### src/datapathPkg.sv
package datapathPkg;

    ////////////////////////////////////////
    // Sizes
    ////////////////////////////////////////

    localparam int DefaultDataWidth = 8;

    // Words, addressed by the low literal bits
    localparam int DefaultMemDepth = 16;

    ////////////////////////////////////////
    // Status register
    ////////////////////////////////////////

    typedef logic [3:0] statusT;

    localparam int StatusZero = 3;
    localparam int StatusNeg = 2;
    localparam int StatusCarry = 1;
    localparam int StatusOvf = 0;

endpackage

### src/isaPkg.sv
package isaPkg;

    ////////////////////////////////////////
    // Opcodes
    ////////////////////////////////////////

    typedef logic [6:0] opcodeT;

    // Gaps in the numbering belong to the dropped memory and indirect forms
    typedef enum opcodeT {
        OpMovAB   = 7'd0,
        OpMovBA   = 7'd1,
        OpMovALit = 7'd2,
        OpMovBLit = 7'd3,
        OpAddAB   = 7'd4,  OpAddBA   = 7'd5,  OpAddALit = 7'd6,  OpAddBLit = 7'd7,
        OpSubAB   = 7'd8,  OpSubBA   = 7'd9,  OpSubALit = 7'd10, OpSubBLit = 7'd11,
        OpAndAB   = 7'd12, OpAndBA   = 7'd13, OpAndALit = 7'd14, OpAndBLit = 7'd15,
        OpOrAB    = 7'd16, OpOrBA    = 7'd17, OpOrALit  = 7'd18, OpOrBLit  = 7'd19,
        OpNotA    = 7'd20,
        OpNotB    = 7'd23,
        OpXorAB   = 7'd24, OpXorBA   = 7'd25, OpXorALit = 7'd26, OpXorBLit = 7'd27,
        OpShlA    = 7'd28,
        OpShlB    = 7'd31,
        OpShrA    = 7'd32,
        OpShrB    = 7'd35,
        // Direct addressing only
        OpLdA     = 7'd37,
        OpLdB     = 7'd38,
        OpStA     = 7'd39,
        OpStB     = 7'd40,
        OpCmpAB   = 7'd77,
        OpCmpALit = 7'd78,
        OpJmp     = 7'd83,
        OpJeq     = 7'd84,
        OpJne     = 7'd85,
        OpJgt     = 7'd86,
        OpJlt     = 7'd87,
        OpJge     = 7'd88,
        OpJle     = 7'd89,
        OpJcr     = 7'd90,
        OpJov     = 7'd91
    } opcodeE;

    ////////////////////////////////////////
    // Datapath controls
    ////////////////////////////////////////

    typedef enum logic [2:0] {
        AluAdd = 3'd0,
        AluSub = 3'd1,
        AluAnd = 3'd2,
        AluOr  = 3'd3,
        AluNot = 3'd4,
        AluXor = 3'd5,
        AluShl = 3'd6,
        AluShr = 3'd7
    } aluOpE;

    // Code 01 was the increment path
    typedef enum logic [1:0] {
        ASelA    = 2'b00,
        ASelZero = 2'b10,
        ASelB    = 2'b11
    } operandASelE;

    typedef enum logic [1:0] {
        BSelB    = 2'b00,
        BSelLit  = 2'b01,
        BSelZero = 2'b10,
        BSelMem  = 2'b11
    } operandBSelE;

    typedef enum logic {
        StoreA = 1'b0,
        StoreB = 1'b1
    } storeSelE;

endpackage
### src/cpuCore.sv
module cpuCore
#(
    parameter int DataWidth = datapathPkg::DefaultDataWidth,
    parameter int MemDepth = datapathPkg::DefaultMemDepth
)
(
    input  logic                 clk,
    input  logic                 arstN,
    input  logic                 instrValid,
    input  isaPkg::opcodeT       opcode,
    input  logic [DataWidth-1:0] literal,
    output logic [DataWidth-1:0] regA,
    output logic [DataWidth-1:0] regB,
    output datapathPkg::statusT  status,
    output logic [DataWidth-1:0] pc
);

    logic                 loadA;
    logic                 loadB;
    logic                 loadStatus;
    logic                 memWrite;
    logic                 pcLoad;
    isaPkg::aluOpE        aluOp;
    isaPkg::operandASelE  operandASel;
    isaPkg::operandBSelE  operandBSel;
    isaPkg::storeSelE     storeSel;
    logic [DataWidth-1:0] result;
    logic [DataWidth-1:0] memData;
    datapathPkg::statusT  flagsNext;

    ////////////////////////////////////////
    // Decode and execute
    ////////////////////////////////////////

    instrDecoder uDecoder
    (
        .opcode      (opcode),
        .status      (status),
        .loadA       (loadA),
        .loadB       (loadB),
        .loadStatus  (loadStatus),
        .memWrite    (memWrite),
        .pcLoad      (pcLoad),
        .aluOp       (aluOp),
        .operandASel (operandASel),
        .operandBSel (operandBSel),
        .storeSel    (storeSel)
    );

    aluExecute #(
        .DataWidth (DataWidth)
    ) uExecute (
        .regA        (regA),
        .regB        (regB),
        .literal     (literal),
        .memData     (memData),
        .operandASel (operandASel),
        .operandBSel (operandBSel),
        .aluOp       (aluOp),
        .result      (result),
        .flagsNext   (flagsNext)
    );

    ////////////////////////////////////////
    // State
    ////////////////////////////////////////

    resultRegisters #(
        .DataWidth (DataWidth)
    ) uResult (
        .clk        (clk),
        .arstN      (arstN),
        .instrValid (instrValid),
        .loadA      (loadA),
        .loadB      (loadB),
        .loadStatus (loadStatus),
        .pcLoad     (pcLoad),
        .result     (result),
        .literal    (literal),
        .flagsNext  (flagsNext),
        .regA       (regA),
        .regB       (regB),
        .status     (status),
        .pc         (pc)
    );

    dataMemory #(
        .DataWidth (DataWidth),
        .MemDepth  (MemDepth)
    ) uMemory (
        .clk        (clk),
        .arstN      (arstN),
        .instrValid (instrValid),
        .memWrite   (memWrite),
        .storeSel   (storeSel),
        .regA       (regA),
        .regB       (regB),
        .literal    (literal),
        .memData    (memData)
    );

endmodule

### src/dataMemory.sv
module dataMemory
#(
    parameter int DataWidth = 8,
    parameter int MemDepth = 16
)
(
    input  logic                 clk,
    input  logic                 arstN,
    input  logic                 instrValid,
    input  logic                 memWrite,
    input  isaPkg::storeSelE     storeSel,
    input  logic [DataWidth-1:0] regA,
    input  logic [DataWidth-1:0] regB,
    input  logic [DataWidth-1:0] literal,
    output logic [DataWidth-1:0] memData
);

    localparam int AddrWidth = $clog2(MemDepth);

    logic [DataWidth-1:0] memArray [MemDepth];
    logic [AddrWidth-1:0] addr;
    logic [DataWidth-1:0] writeData;

    // Low literal bits only
    assign addr = literal[AddrWidth-1:0];
    assign writeData = (storeSel == isaPkg::StoreB) ? regB : regA;

    always_ff @(posedge clk or negedge arstN)
    begin
        if (!arstN)
        begin
            for (int i = 0; i < MemDepth; i++)
                memArray[i] <= '0;
        end
        else if (instrValid && memWrite)
            memArray[addr] <= writeData;
    end

    assign memData = memArray[addr];

    // Idle cycle leaves the addressed word alone
    assert property (@(posedge clk) disable iff (!arstN)
        !instrValid |=> memArray[$past(addr)] == $past(memData))
        else $error("memory changed without instrValid");

endmodule

### src/resultRegisters.sv
module resultRegisters
#(
    parameter int DataWidth = 8
)
(
    input  logic                 clk,
    input  logic                 arstN,
    input  logic                 instrValid,
    input  logic                 loadA,
    input  logic                 loadB,
    input  logic                 loadStatus,
    input  logic                 pcLoad,
    input  logic [DataWidth-1:0] result,
    input  logic [DataWidth-1:0] literal,
    input  datapathPkg::statusT  flagsNext,
    output logic [DataWidth-1:0] regA,
    output logic [DataWidth-1:0] regB,
    output datapathPkg::statusT  status,
    output logic [DataWidth-1:0] pc
);

    ////////////////////////////////////////
    // Register file and status
    ////////////////////////////////////////

    always_ff @(posedge clk or negedge arstN)
    begin
        if (!arstN)
        begin
            regA <= '0;
            regB <= '0;
            status <= '0;
        end
        else if (instrValid)
        begin
            if (loadA)
                regA <= result;
            if (loadB)
                regB <= result;
            if (loadStatus)
                status <= flagsNext;
        end
    end

    // Jump target or next instruction
    always_ff @(posedge clk or negedge arstN)
    begin
        if (!arstN)
            pc <= '0;
        else if (instrValid)
            pc <= pcLoad ? literal : pc + DataWidth'(1);
    end

endmodule

### src/aluExecute.sv
module aluExecute
#(
    parameter int DataWidth = 8
)
(
    input  logic [DataWidth-1:0] regA,
    input  logic [DataWidth-1:0] regB,
    input  logic [DataWidth-1:0] literal,
    input  logic [DataWidth-1:0] memData,
    input  isaPkg::operandASelE  operandASel,
    input  isaPkg::operandBSelE  operandBSel,
    input  isaPkg::aluOpE        aluOp,
    output logic [DataWidth-1:0] result,
    output datapathPkg::statusT  flagsNext
);

    localparam int Msb = DataWidth - 1;

    logic [DataWidth-1:0] opA;
    logic [DataWidth-1:0] opB;
    logic [DataWidth:0]   sumWide;
    logic                 carry;
    logic                 ovf;

    ////////////////////////////////////////
    // Operand muxes
    ////////////////////////////////////////

    always_comb
    begin
        case (operandASel)
            isaPkg::ASelA: opA = regA;
            isaPkg::ASelB: opA = regB;
            default:       opA = '0;
        endcase
    end

    always_comb
    begin
        case (operandBSel)
            isaPkg::BSelB:   opB = regB;
            isaPkg::BSelLit: opB = literal;
            isaPkg::BSelMem: opB = memData;
            default:         opB = '0;
        endcase
    end

    ////////////////////////////////////////
    // ALU
    ////////////////////////////////////////

    always_comb
    begin
        sumWide = '0;
        carry = 1'b0;
        ovf = 1'b0;
        case (aluOp)
            isaPkg::AluAdd:
            begin
                sumWide = {1'b0, opA} + {1'b0, opB};
                result = sumWide[Msb:0];
                carry = sumWide[DataWidth];
                ovf = (opA[Msb] == opB[Msb]) && (result[Msb] != opA[Msb]);
            end
            isaPkg::AluSub:
            begin
                // Top bit is the borrow, set when opA < opB unsigned
                sumWide = {1'b0, opA} - {1'b0, opB};
                result = sumWide[Msb:0];
                carry = sumWide[DataWidth];
                ovf = (opA[Msb] != opB[Msb]) && (result[Msb] != opA[Msb]);
            end
            isaPkg::AluAnd: result = opA & opB;
            isaPkg::AluOr:  result = opA | opB;
            isaPkg::AluNot: result = ~opA;
            isaPkg::AluXor: result = opA ^ opB;
            isaPkg::AluShl:
            begin
                result = {opA[Msb-1:0], 1'b0};
                carry = opA[Msb];
            end
            default:
            begin
                result = {1'b0, opA[Msb:1]};
                carry = opA[0];
            end
        endcase
    end

    assign flagsNext[datapathPkg::StatusZero] = (result == '0);
    assign flagsNext[datapathPkg::StatusNeg] = result[Msb];
    assign flagsNext[datapathPkg::StatusCarry] = carry;
    assign flagsNext[datapathPkg::StatusOvf] = ovf;

    // Logic ops never report carry or overflow
    always_comb
    begin
        if (aluOp inside {isaPkg::AluAnd, isaPkg::AluOr, isaPkg::AluNot, isaPkg::AluXor})
        begin
            assert final (!flagsNext[datapathPkg::StatusCarry] &&
                          !flagsNext[datapathPkg::StatusOvf])
                else $error("carry or overflow after a logic op");
        end
    end

endmodule

### src/instrDecoder.sv
module instrDecoder
(
    input  isaPkg::opcodeT      opcode,
    input  datapathPkg::statusT status,
    output logic                loadA,
    output logic                loadB,
    output logic                loadStatus,
    output logic                memWrite,
    output logic                pcLoad,
    output isaPkg::aluOpE       aluOp,
    output isaPkg::operandASelE operandASel,
    output isaPkg::operandBSelE operandBSel,
    output isaPkg::storeSelE    storeSel
);

    isaPkg::opcodeE op;
    logic           flagZ;
    logic           flagN;
    logic           flagC;
    logic           flagV;

    assign op = isaPkg::opcodeE'(opcode);

    assign flagZ = status[datapathPkg::StatusZero];
    assign flagN = status[datapathPkg::StatusNeg];
    assign flagC = status[datapathPkg::StatusCarry];
    assign flagV = status[datapathPkg::StatusOvf];

    ////////////////////////////////////////
    // ALU operation per instruction family
    ////////////////////////////////////////

    always_comb
    begin
        case (op)
            isaPkg::OpSubAB, isaPkg::OpSubBA, isaPkg::OpSubALit, isaPkg::OpSubBLit,
            isaPkg::OpCmpAB, isaPkg::OpCmpALit:
                aluOp = isaPkg::AluSub;
            isaPkg::OpAndAB, isaPkg::OpAndBA, isaPkg::OpAndALit, isaPkg::OpAndBLit:
                aluOp = isaPkg::AluAnd;
            isaPkg::OpOrAB, isaPkg::OpOrBA, isaPkg::OpOrALit, isaPkg::OpOrBLit:
                aluOp = isaPkg::AluOr;
            isaPkg::OpXorAB, isaPkg::OpXorBA, isaPkg::OpXorALit, isaPkg::OpXorBLit:
                aluOp = isaPkg::AluXor;
            isaPkg::OpNotA, isaPkg::OpNotB:
                aluOp = isaPkg::AluNot;
            isaPkg::OpShlA, isaPkg::OpShlB:
                aluOp = isaPkg::AluShl;
            isaPkg::OpShrA, isaPkg::OpShrB:
                aluOp = isaPkg::AluShr;
            // MOV and loads pass through the adder with a zero operand
            default:
                aluOp = isaPkg::AluAdd;
        endcase
    end

    ////////////////////////////////////////
    // Operand form and destination
    ////////////////////////////////////////

    always_comb
    begin
        loadA = 1'b0;
        loadB = 1'b0;
        loadStatus = 1'b0;
        memWrite = 1'b0;
        pcLoad = 1'b0;
        operandASel = isaPkg::ASelZero;
        operandBSel = isaPkg::BSelZero;
        storeSel = isaPkg::StoreA;

        case (op)
            isaPkg::OpMovAB:
            begin
                loadA = 1'b1;
                operandBSel = isaPkg::BSelB;
            end
            isaPkg::OpMovBA:
            begin
                loadB = 1'b1;
                operandASel = isaPkg::ASelA;
            end
            isaPkg::OpMovALit, isaPkg::OpMovBLit:
            begin
                loadA = (op == isaPkg::OpMovALit);
                loadB = (op == isaPkg::OpMovBLit);
                operandBSel = isaPkg::BSelLit;
            end
            isaPkg::OpAddAB, isaPkg::OpSubAB, isaPkg::OpAndAB, isaPkg::OpOrAB,
            isaPkg::OpXorAB:
            begin
                loadA = 1'b1;
                loadStatus = 1'b1;
                operandASel = isaPkg::ASelA;
                operandBSel = isaPkg::BSelB;
            end
            isaPkg::OpAddBA, isaPkg::OpSubBA, isaPkg::OpAndBA, isaPkg::OpOrBA,
            isaPkg::OpXorBA:
            begin
                loadB = 1'b1;
                loadStatus = 1'b1;
                operandASel = isaPkg::ASelA;
                operandBSel = isaPkg::BSelB;
            end
            isaPkg::OpAddALit, isaPkg::OpSubALit, isaPkg::OpAndALit, isaPkg::OpOrALit,
            isaPkg::OpXorALit:
            begin
                loadA = 1'b1;
                loadStatus = 1'b1;
                operandASel = isaPkg::ASelA;
                operandBSel = isaPkg::BSelLit;
            end
            isaPkg::OpAddBLit, isaPkg::OpSubBLit, isaPkg::OpAndBLit, isaPkg::OpOrBLit,
            isaPkg::OpXorBLit:
            begin
                loadB = 1'b1;
                loadStatus = 1'b1;
                operandASel = isaPkg::ASelB;
                operandBSel = isaPkg::BSelLit;
            end
            // Unary forms work on the destination itself
            isaPkg::OpNotA, isaPkg::OpShlA, isaPkg::OpShrA:
            begin
                loadA = 1'b1;
                loadStatus = 1'b1;
                operandASel = isaPkg::ASelA;
            end
            isaPkg::OpNotB, isaPkg::OpShlB, isaPkg::OpShrB:
            begin
                loadB = 1'b1;
                loadStatus = 1'b1;
                operandASel = isaPkg::ASelB;
            end
            isaPkg::OpCmpAB, isaPkg::OpCmpALit:
            begin
                loadStatus = 1'b1;
                operandASel = isaPkg::ASelA;
                operandBSel = (op == isaPkg::OpCmpAB) ? isaPkg::BSelB : isaPkg::BSelLit;
            end
            isaPkg::OpLdA, isaPkg::OpLdB:
            begin
                loadA = (op == isaPkg::OpLdA);
                loadB = (op == isaPkg::OpLdB);
                operandBSel = isaPkg::BSelMem;
            end
            isaPkg::OpStA, isaPkg::OpStB:
            begin
                memWrite = 1'b1;
                storeSel = (op == isaPkg::OpStB) ? isaPkg::StoreB : isaPkg::StoreA;
            end
            // Branch conditions on the current status
            isaPkg::OpJmp: pcLoad = 1'b1;
            isaPkg::OpJeq: pcLoad = flagZ;
            isaPkg::OpJne: pcLoad = !flagZ;
            isaPkg::OpJgt: pcLoad = !flagZ && !flagN;
            isaPkg::OpJlt: pcLoad = flagN;
            isaPkg::OpJge: pcLoad = !flagN;
            isaPkg::OpJle: pcLoad = flagN || flagZ;
            isaPkg::OpJcr: pcLoad = flagC;
            isaPkg::OpJov: pcLoad = flagV;
            default:
            begin
                // Unknown opcode, pc still advances
            end
        endcase
    end

    // One destination per instruction
    always_comb
    begin
        assert final (!(memWrite && (loadA || loadB)))
            else $error("memory write together with a register load");
        assert final (!(loadA && loadB))
            else $error("loadA and loadB both set");
    end

endmodule

### config.mk
export PLATFORM = sky130hd
export DESIGN_NAME = cpuCore
export DESIGN_NICKNAME = d
export VERILOG_FILES = /design/src/datapathPkg.sv /design/src/isaPkg.sv /design/src/cpuCore.sv /design/src/dataMemory.sv /design/src/resultRegisters.sv /design/src/aluExecute.sv /design/src/instrDecoder.sv
export SDC_FILE = /design/constraint.sdc
export NUM_CORES = 1
export LEC_CHECK = 0
export CAP_MARGIN = 20
export CORE_MARGIN = 2
export CORE_UTILIZATION = 23
export DETAILED_ROUTE_END_ITERATION = 16
export DONT_BUFFER_PORTS = 1
export PLACE_DENSITY = 0.37
export SETUP_SLACK_MARGIN = 0.5
export SLEW_MARGIN = 25
export SYNTH_ARGS = -nofsm -noshare
export SYNTH_HDL_FRONTEND = slang
export SYNTH_HIERARCHICAL = 1
export SYNTH_SLANG_ARGS = --single-unit
export TNS_END_PERCENT = 1
### constraint.sdc
create_clock -name clk -period 3.41 [get_ports clk]
set_input_delay 0.341 -clock clk [delete_from_list [all_inputs] [get_ports clk]]
set_output_delay 0.341 -clock clk [all_outputs]
set_load 0.01 [all_outputs]
# ---- After elaboration in Yosys (flattened, before gate mapping)
# Cells that the tools add are included.
# Widths: inputs -> output; s select.
dict set report totals {
  reg_bits 156
  output_inout_bits 28
  word_cells 146
}
dict set report classes {
  add_sub_neg 3
  order_cmp 2
  eq_ne 57
  mux 24
  bitwise_logic 5
  n_reduce_logical 35
}
# cell n
set ops {}
lappend ops {{$bwmux 128} 1}
lappend ops {{$eq 7x5->1 const B} 12}
lappend ops {{$eq 7x7->1 const B} 11}
lappend ops {{$eq 7x4->1 const B} 8}
lappend ops {{$pmux 8 s7} 1}
lappend ops {{$eq 7x6->1 const B} 6}
lappend ops {{$mux 8} 5}
lappend ops {{$bmux 8 s4} 1}
lappend ops {{$demux 8 s4} 1}
lappend ops {{$eq 7x3->1 const B} 4}
lappend ops {{$reduce_or 14->1} 2}
lappend ops {{$reduce_or 28->1} 1}
lappend ops {{$pmux 8 s3} 1}
lappend ops {{$pmux 3 s7} 1}
lappend ops {{$reduce_or 21->1} 1}
lappend ops {{$pmux 8 s2} 1}
lappend ops {{$reduce_or 4->1} 4}
lappend ops {{$eq 7x2->1 const B} 2}
lappend ops {{$reduce_or 2->1} 7}
lappend ops {{$reduce_or 12->1} 1}
lappend ops {{$reduce_or 11->1} 1}
lappend ops {{$add 8x8->9} 1}
lappend ops {{$eq 3x3->1 const B} 3}
lappend ops {{$pmux 1 s9} 1}
lappend ops {{other kinds (32)} 49}

# ---- Longest topological paths before layout
# Gate-level depths: netlist (run 1).
dict set report logic_depth {
  word_depth 9
  depth_mapped 24
  depth_no_buf 21
}

# ---- Modules after synthesis
# The synthesis (run 1) kept the hierarchy.
# mod instances cells_each area_each_um2 seq_area_each_um2
set modules_own_cells {}
lappend modules_own_cells {dataMemory 1 373 6020.8 3203.1}
lappend modules_own_cells {aluExecute 1 262 1780.5 0.0}
lappend modules_own_cells {resultRegisters 1 99 1241.2 700.7}
lappend modules_own_cells {instrDecoder 1 103 591.8 0.0}

# ---- Least setup slack after synthesis (run 1)
# OpenSTA, ideal clock, no wires.
dict set report synth_path {
  path_kind {input port to flip-flop}
  startpoint {in opcode[3]}
  endpoint {reg uResult.status[3]}
  t_arrival_ns 4.229
  required_ns 3.345
  path_slack_ns -0.884
  cell_stages 22
  cell_sequence {buf_2 > buf_2 > nand3_1 > nor3_1 > nand3b_1 > and3_1 > inv_1 > ha_1 > buf_2 > a22oi_1 > or2_2 > clkbuf_1 > ha_1 > fa_1 > or2b_1 > a21oi_1 > a21oi_1 > xnor2_1 > o221ai_1 > or4b_1 > nor4_2 > mux2_2}
}
dict set report synth_via {
  elab_chain_cells 8
  word_cells_on_any_way 76
  cone_classes {add/sub (2); eq/ne (42); mux (8); bitwise (4); reduce/logical (20)}
}
# element line_no
set synth_lines {}
lappend synth_lines {{start: declaration} cpuCore.sv:10} ;# input isaPkg::opcodeT opcode,
lappend synth_lines {{$eq 7x1->1 (tied with other cells)} instrDecoder.sv:72} ;# case (op)
lappend synth_lines {{$reduce_or 21->1 (no line) / $reduce_or 8->1 (equally long branches)} --}
lappend synth_lines {{$pmux 2 s2 (*)} instrDecoder.sv:72}
lappend synth_lines {{via operandASel[1]} cpuCore.sv:24} ;# isaPkg::operandASelE operandASel;
lappend synth_lines {{$eq 2x2->1 / $logic_not 2->1 (equally long branches)} aluExecute.sv:31} ;# case (operandASel)
lappend synth_lines {{$pmux 8 s2 (*)} aluExecute.sv:31}
lappend synth_lines {{$sub 8x8->9 (tied with other cells)} aluExecute.sv:68} ;# sumWide = {1'b0, opA} - {1'b0, opB};
lappend synth_lines {{$pmux 8 s7 (*)} aluExecute.sv:57} ;# case (aluOp)
lappend synth_lines {{via result[4]} cpuCore.sv:27} ;# logic [DataWidth-1:0] result;
lappend synth_lines {{$logic_not 8->1 (*)} aluExecute.sv:90} ;# assign flagsNext[datapathPkg::StatusZero] = (result == '0);
lappend synth_lines {{via flagsNext[3]} cpuCore.sv:29} ;# datapathPkg::statusT flagsNext;
lappend synth_lines {{end signal: assignment} resultRegisters.sv:41} ;# status <= flagsNext;
lappend synth_lines {{end: declaration} resultRegisters.sv:18} ;# output datapathPkg::statusT status,
# Mark *: on every way through the listed nets, which the timed path passes. The rest lies on a longest branch.
# A chain may end at the register's enable or synchronous reset.

# ---- Worst setup path after layout (run 1)
dict set report layout_path {
  startpoint {reg uMemory/memArray[97] (netlist bit)}
  endpoint {reg uResult.status[3]}
}
dict set report layout_via {
  elab_chain_cells 7
  word_cells_on_any_way 11
  cone_classes {add/sub (2); mux (5); bitwise (3); reduce/logical (1)}
}
# element line_no
set layout_lines {}
lappend layout_lines {{start: declaration} dataMemory.sv:20} ;# logic [DataWidth-1:0] memArray [MemDepth];
lappend layout_lines {{start signal: indexed assignment} dataMemory.sv:36} ;# memArray[addr] <= writeData;
lappend layout_lines {{$bmux 8 s4 (*)} dataMemory.sv:39} ;# assign memData = memArray[addr];
lappend layout_lines {{$mux 8 (implied by the code) (*) (2 in series)} dataMemory.sv:39}
lappend layout_lines {{via memData[1]} cpuCore.sv:28} ;# logic [DataWidth-1:0] memData;
lappend layout_lines {{$pmux 8 s3 (*)} aluExecute.sv:40} ;# case (operandBSel)
lappend layout_lines {{$sub 8x8->9 / $add 8x8->9 (equally long branches)} {aluExecute.sv:68, aluExecute.sv:60}}
lappend layout_lines {{$pmux 8 s7 (*)} aluExecute.sv:57}
lappend layout_lines {{via result[3]} cpuCore.sv:27}
lappend layout_lines {{$logic_not 8->1 (*)} aluExecute.sv:90}
lappend layout_lines {{via flagsNext[3]} cpuCore.sv:29}
# Mark *: on every way through the listed nets, which the timed path passes. The rest lies on a longest branch. The select of a mux whose other input is x is not followed.

==> results by group, run 1 <==
Outcome
  – Outcome: finished with violations
  – Failing checks: hold timing, setup timing

Synthesis
  – Largest family of logic cells by synthesized area: multiplexers
  – Cell taking the most area after synthesis: dfrtp_1
  – YS warnings: 6
  – Most common cell in the netlist: dfrtp_1
  – Mapped Nets: 882
  – Synth Area in XOR/XNOR: 1.000%
  – Commonest cells in the netlist: dfrtp_1, mux2_2, nor2_1
  – Synth top area cells: dfrtp_1, mux2_2, mux4_2
  – Top cell type's share of synthesized area: 40.52%
  – Post-Synthesis Cells: 837
  – Register area share after synthesis: 40.52%
  – Synth Area in Compound Gates: 10.70%
  – Adder-cell share of the synthesized area: 3.662%
  – Synth cell types: 80
  – Synth Area in Simple Gates: 11.13%
  – Average size of a mapped cell: 11.51 µm²
  – Netlist Area Pre-Place: 9634 µm²
  – Top_reg_cell synth: dfrtp_1
  – Mux cell area share after synthesis: 28.27%
  – Post-synth EDFFs: 0
  – Ys async rst share: 100.0%
  – Synth Register Bits: 156

Timing
  – Number of setup violations in the final report: 10
  – Final hold slack: -395.6 ps
  – Max Fclk: 272.8 MHz
  – Setup TNS: -1596 ps
  – Slew headroom: 62.04%
  – Worst setup margin: -256.1 ps
  – Least-Margin Pin Slew: 568.7 ps
  – RSZ-0062 raised after global routing: true
  – Period utilization: 107.5%
  – Fin. Hold Viols: 156
  – Post-layout minimum cycle time: 3666 ps
  – Max Slew Vio Count: 0
  – Skew final: 12.50 ps

Detailed routing
  – Post-route ant nets: 0
  – DR iter-0 viols: 477
  – Drt wl/cell: 20.22 µm
  – Vias: 7,082
  – WL final: 30.12 mm
  – Vias per cell: 4.753
  – DR DRC count: 0
  – DR pass1 iterations: 5

Setup path
  – Crit path kind: reg -> reg
  – FF-to-FF setup slack: -260 ps
  – Critical path launch point type: flop
  – Reg2reg end: uResult/status[3]
  – Reg2Reg Depth: 15
  – Worst EP required: 3790 ps
  – Critical Path End Type: flop
  – CP arrival: 4040 ps
  – Origin of the critical flop-to-flop path: uMemory/memArray[97]
  – CP max FO: 2

Finish
  – Layout Utilization: 29.01%
  – Layout cells sized above 1: 44.10%
  – Nets: 989
  – Area delta synth->final: 23.79%

Global route
  – Total Routing Usage GR: 13.85%
  – First-pass GRT wire length: 45.71 mm
  – Overflow after GRT: 0
  – Antenna violations before repair: 0
  – Vias in the first global route: 7,269
  – Largest net degree at the start of global routing: 157

Placement
  – Routability cong.: 0.8315
  – Pre-CTS WS: -985.3 ps
  – DPL Wire Length: 20.96 mm
  – Port Buf Inserts: 0

Clock network
  – CTS tree: built
  – Clock Path Buffers: 2
  – Worst-path clk slew: 70 ps
  – Clock Latency Late Sink: 440 ps
  – Clock sinks: 156
  – H-tree depth: 4
  – Clock root cell: clkbuf_16
  – Hold-fix buffers at CTS: 1
  – Total CTS buffers: 17

Run
  – Max Cap Viol: 0

Die
  – Die Ht: 208.7 µm
  – Die ar.: 43,540 µm²
  – IO Count: 46
  – Die X: 208.7 µm
  – Initial Util: 23.44%
  – CORE AREA: 41,110 µm²
  – Std-Cell Rows: 74

Power
  – Peak VDD IR: 0.2956 mV
  – LEAKAGE: 5.382 nW
  – Power per Cell Area: 432.0 nW/µm²

Worst hold path
  – Hold Path Class: in -> async
## power by group
| part | switching (mW) | internal [mW] |
|---|---|---|
| registers | 0.179 | 1.95 |
| clock network | 0.851 | 1.21 |
| logic | 0.531 | 0.436 |
| total | 1.56 | 3.59 |
## flip-flops by register name (all words and copies together), names as in the netlist
signal and cells:
uMemory/memArray 128, uResult/pc 8, uResult/regA 8, uResult/regB 8, uResult/status 4
## metal layers
| layer | track usage [%] | vias up | wire (µm) |
|---|---|---|---|
| met5 | 0 | - | 0 |
| met4 | 3.941 | 0 | 492 |
| met3 | 3.096 | 24 | 1144 |
| met2 | 22.73 | 98 | 14400 |
| met1 | 18.31 | 3651 | 14080 |
| li1 | - | 3309 | - |
## repair_timing
item / CTS / global route
endpoints found under the setup margin: 18 / 18
hold endpoints to repair: 159 / 156
pin swaps: 8 / 7
gates resized for setup: 27 / 16
setup buffers: 1 / 2
## placed cells by master, fill, tap and decap left out, types with 12 or more instances in the layout
cell       Yosys  layout
mux2_2       130     129
a22oi_1       25      20
mux4_2        34      34
inv_1         31      30
ha_1          25      21
mux2_4        15      16
nand2_1       36      36
dfrtp_1      156     156
nor2b_1       13      13
clkbuf_16      0      17
mux2_1        15      15
a21oi_1       36      31
nor3_1        14      12
nand3_1       16      15
nor2_1        55      53
buf_4          5     145
o21ai_0       20      17
## final cells by class
class | count | area (µm²)
Antenna cell | 1 | 2.502
Sequential cell | 156 | 3904
Clock inverter | 13 | 175.2
Inverter | 32 | 120.1
Tap cell | 532 | 665.6
Fill cell | 4301 | 29180
Multi-Input combinational cell | 590 | 5488
Timing Repair Buffer | 147 | 1119
Clock buffer | 19 | 452.9
## metrics by stage
stage / cells / area (µm²) / total power, mW
6_report: 1490 / 11930 / 5.153
2_1_floorplan: 837 / 9707 / 2.697
3_5_place_dp: 1453 / 11080 / 3.090
5_1_grt: 1489 / 11920 / 5.395
3_3_place_gp: 1453 / 11080 / 3.097
4_1_cts: 1487 / 11830 / 5.215
## worst max-delay path, stage by stage (launching register included)
cell	delay (ps)
dfrtp_1	380
mux4_2	490
a22oi_2	170
buf_4	150
nand2_1	70
a21oi_2	180
buf_4	140
ha_1	250
nor3b_2	220
or3_4	180
mux2_4	310
nor2_4	110
o22ai_2	100
or4b_4	560
nor4_4	140
mux2_4	170
## worst max-delay path by stage
stage / from / to / slack (ps) / cells after the start
2_1_floorplan: opcode[3] / uResult/status[3] / -680 / 22
3_3_place_gp: opcode[2] / uResult/status[3] / -890 / 18
3_5_place_dp: opcode[2] / uResult/status[3] / -990 / 18
4_1_cts: uMemory/memArray[97] / uResult/status[3] / -300 / 15
5_1_grt: uMemory/memArray[97] / uResult/status[3] / -500 / 15
6_report: uMemory/memArray[97] / uResult/status[3] / -260 / 15
## kinds of logic (layout without fill, tap and decap cells)
| kind of cell | count (synthesis) | after routing |
|---|---|---|
| AO/OA/AOI/OAI | 150 | 150 |
| XOR/XNOR | 11 | 11 |
| adder cells (fa/ha/maj) | 27 | 27 |
| buffers and inverters | 91 | 211 |
| flip-flops | 156 | 156 |
| multiplexers | 204 | 204 |
| other | 0 | 1 |
| AND/OR/NAND/NOR | 198 | 198 |
(Power assumes the default switching activity.)
==> inputs of run 2 (changes only) <==
--- a/config.mk
+++ b/config.mk
@@ -6,11 +6,13 @@
 export NUM_CORES = 1
 export LEC_CHECK = 0
 export CAP_MARGIN = 20
+export CELL_PAD_IN_SITES_DETAIL_PLACEMENT = 1
+export CELL_PAD_IN_SITES_GLOBAL_PLACEMENT = 1
 export CORE_MARGIN = 2
 export CORE_UTILIZATION = 23
 export DETAILED_ROUTE_END_ITERATION = 16
 export DONT_BUFFER_PORTS = 1
-export PLACE_DENSITY = 0.37
+export PLACE_DENSITY = 0.43
 export SETUP_SLACK_MARGIN = 0.5
 export SLEW_MARGIN = 25
 export SYNTH_ARGS = -nofsm -noshare
==> constraint.sdc (replaced) <==
create_clock -name clk -period 2.97 [get_ports clk]
set_input_delay 0.297 -clock clk [delete_from_list [all_inputs] [get_ports clk]]
set_output_delay 0.297 -clock clk [all_outputs]
set_load 0.01 [all_outputs]
==> run 2 against run 1 <==
  * The flow still finishes with violations (hold timing, setup timing)
  * Largest cell class unchanged
  * Sequential share of layout area shrank 0.47 points
  * Flip-flop and latch count did not move
  * Die area stayed put
  * Clock-buffer cell count grew 1
  * Global-route usage up 1.4 points
  * Wire length up 7.0%
  * Largest power group unchanged
  * Critical path depth is the same
==> results by group, run 2 (same netlist as run 1, synthesis figures left out) <==
Outcome
  – Outcome: finished with violations
  – Failing checks: hold timing, setup timing

Power
  – Total power: 5.951 mW
  – Part of the power in combinational logic: 20.4%
  – Power per Cell Area: 491.8 nW/µm²
  – LEAKAGE: 5.504 nW
  – P_sw: 1.804 mW
  – Seq pwr share: 40.9%
  – Clock Power Share: 38.8%
  – Sw frac: 30.32%
  – Internal power: 4.146 mW
  – Peak VDD IR: 0.3921 mV

Timing
  – Setup TNS: -10,000 ps
  – Skew final: 14.74 ps
  – Max Slew Vio Count: 0
  – Period utilization: 128.9%
  – Worst setup margin: -858.6 ps
  – Least-Margin Pin Slew: 597.1 ps
  – Max Fclk: 261.2 MHz
  – Final hold slack: -439.2 ps
  – RSZ-0062 raised after global routing: true
  – Fin. Hold Viols: 156
  – Post-layout minimum cycle time: 3829 ps
  – Slew headroom: 60.15%
  – Number of setup violations in the final report: 18

Detailed routing
  – DR pass1 iterations: 8
  – Post-route ant nets: 0
  – Vias: 7,193
  – WL final: 32.24 mm
  – Vias per cell: 4.773
  – Drt wl/cell: 21.39 µm
  – DR iter-0 viols: 329
  – DR DRC count: 0

Finish
  – Top reg by flops: uMemory/memArray
  – Area delta synth->final: 25.58%
  – Antenna diodes: 0
  – Layout Utilization: 29.43%
  – Design area: 12,100 µm²
  – Fill cells: 4,578
  – Commonest non-fill, non-tap cell in the layout: buf_4
  – Commonest non-fill, non-tap cells in the layout: buf_4, dfrtp_1, mux2_2
  – Nets: 1,007
  – Largest register FFs: 128
  – Layout cells sized above 1: 45.13%

Setup path
  – CP arrival: 4200 ps
  – CP max FO: 3
  – Critical Path End Type: flop
  – FF-to-FF setup slack: -860 ps
  – Crit path kind: reg -> reg
  – Origin of the critical flop-to-flop path: uMemory/memArray[64]
  – Reg2reg end: uResult/status[3]
  – Worst EP required: 3350 ps
  – Critical path launch point type: flop
  – Crit path from: uMemory/memArray[64]
  – Reg2Reg Depth: 15

Die
  – Die X: 208.7 µm
  – Die ar.: 43,540 µm²
  – Initial Util: 23.44%
  – CORE AREA: 41,110 µm²
  – IO Count: 46
  – Std-Cell Rows: 74
  – Die Ht: 208.7 µm

Clock network
  – Total CTS buffers: 17
  – Clock root cell: clkbuf_16
  – CTS tree: built
  – Hold-fix buffers at CTS: 2
  – Clock Path Buffers: 2
  – Clock Latency Late Sink: 430 ps
  – Clock sinks: 156
  – Worst-path clk slew: 70 ps
  – H-tree depth: 4

Worst hold path
  – Hold Path Class: in -> async

Placement
  – Pre-CTS WS: -1445 ps
  – Routability cong.: 0.8679
  – Port Buf Inserts: 0
  – Placed cell area: 11,210 µm²
  – DPL Wire Length: 23.51 mm

Global route
  – Vias in the first global route: 7,693
  – Total Routing Usage GR: 15.27%
  – First-pass GRT wire length: 50.09 mm
  – Antenna violations before repair: 0
  – Largest net degree at the start of global routing: 157
  – Overflow after GRT: 0

Run
  – Max Cap Viol: 0
## run 2: cell count changes in the layout (fill, tap and decap cells not counted), moves of 2 or more
cell	change
a21oi_4	+2
buf_4	+12
buf_6	+4
clkbuf_1	+2
clkinvlp_4	+2
inv_6	-3
mux2_1	-4
mux2_4	+5
nand2_1	-2
## run 2: layer usage
| layer | track usage [%] | up-vias | wire length [µm] |
|---|---|---|---|
| li1 | - | 3336 | - |
| met1 | 20.74 | 3718 | 15150 |
| met2 | 25.28 | 113 | 15410 |
| met3 | 2.510 | 26 | 1115 |
| met4 | 3.941 | 0 | 561 |
| met5 | 0 | - | 0 |
## run 2: how the worst max path moves through the flow
stage                         to  slack, ps  depth (start not counted)
2_1_floorplan  uResult/status[3]      -1070                         22
3_3_place_gp   uResult/status[3]      -1360                         19
3_5_place_dp   uResult/status[3]      -1440                         19
4_1_cts        uResult/status[3]       -920                         15
5_1_grt        uResult/status[3]      -1030                         16
6_report       uResult/status[3]       -860                         15
## run 2: area by class of cell
cell class | count | area [µm²] | share of cell area (%)
Inverter | 32 | 120.1 | 0.9928
Sequential cell | 156 | 3904 | 32.26
Timing Repair Buffer | 165 | 1284 | 10.61
Tap cell | 532 | 665.6 | 5.502
Clock inverter | 12 | 160.2 | 1.324
Multi-Input combinational cell | 590 | 5519 | 45.62
Clock buffer | 20 | 446.7 | 3.692
## run 2: timing repair
action | CTS | global route
gates resized for setup | 26 | 28
pin swaps | 4 | 9
endpoints found under the hold margin | 159 | 156
setup buffers | 2 | 2
setup endpoints to repair | 25 | 28
## run 2: power groups by stage
| stage | registers (mW) | clock network [mW] | logic (mW) |
|---|---|---|---|
| after floorplan | 2.43 | 0 | 0.665 |
| after global placement | 2.48 | 0 | 1.14 |
| after detailed placement | 2.47 | 0 | 1.15 |
| after CTS | 2.43 | 2.40 | 1.19 |
| after global routing | 2.45 | 2.47 | 1.32 |
| final | 2.43 | 2.31 | 1.21 |
## run 2: stage by stage
step,instances,hold WS (ps)
3_5_place_dp,1469,16.31
3_3_place_gp,1469,16.62
5_1_grt,1507,-471.7
2_1_floorplan,837,1.409
4_1_cts,1505,-459.6
6_report,1507,-439.2
## run 2: critical path, cell delays in order, from the launching register on
cell and delay [ps]:
dfrtp_1 380, mux4_2 530, a22oi_2 200, buf_4 140
nand2_2 40, a21o_1 210, ha_2 200, nor3b_2 170
or3_4 390, buf_4 150, mux2_4 300, nor2_4 100
o22ai_2 90, or4b_4 570, nor4_4 140, mux2_4 180
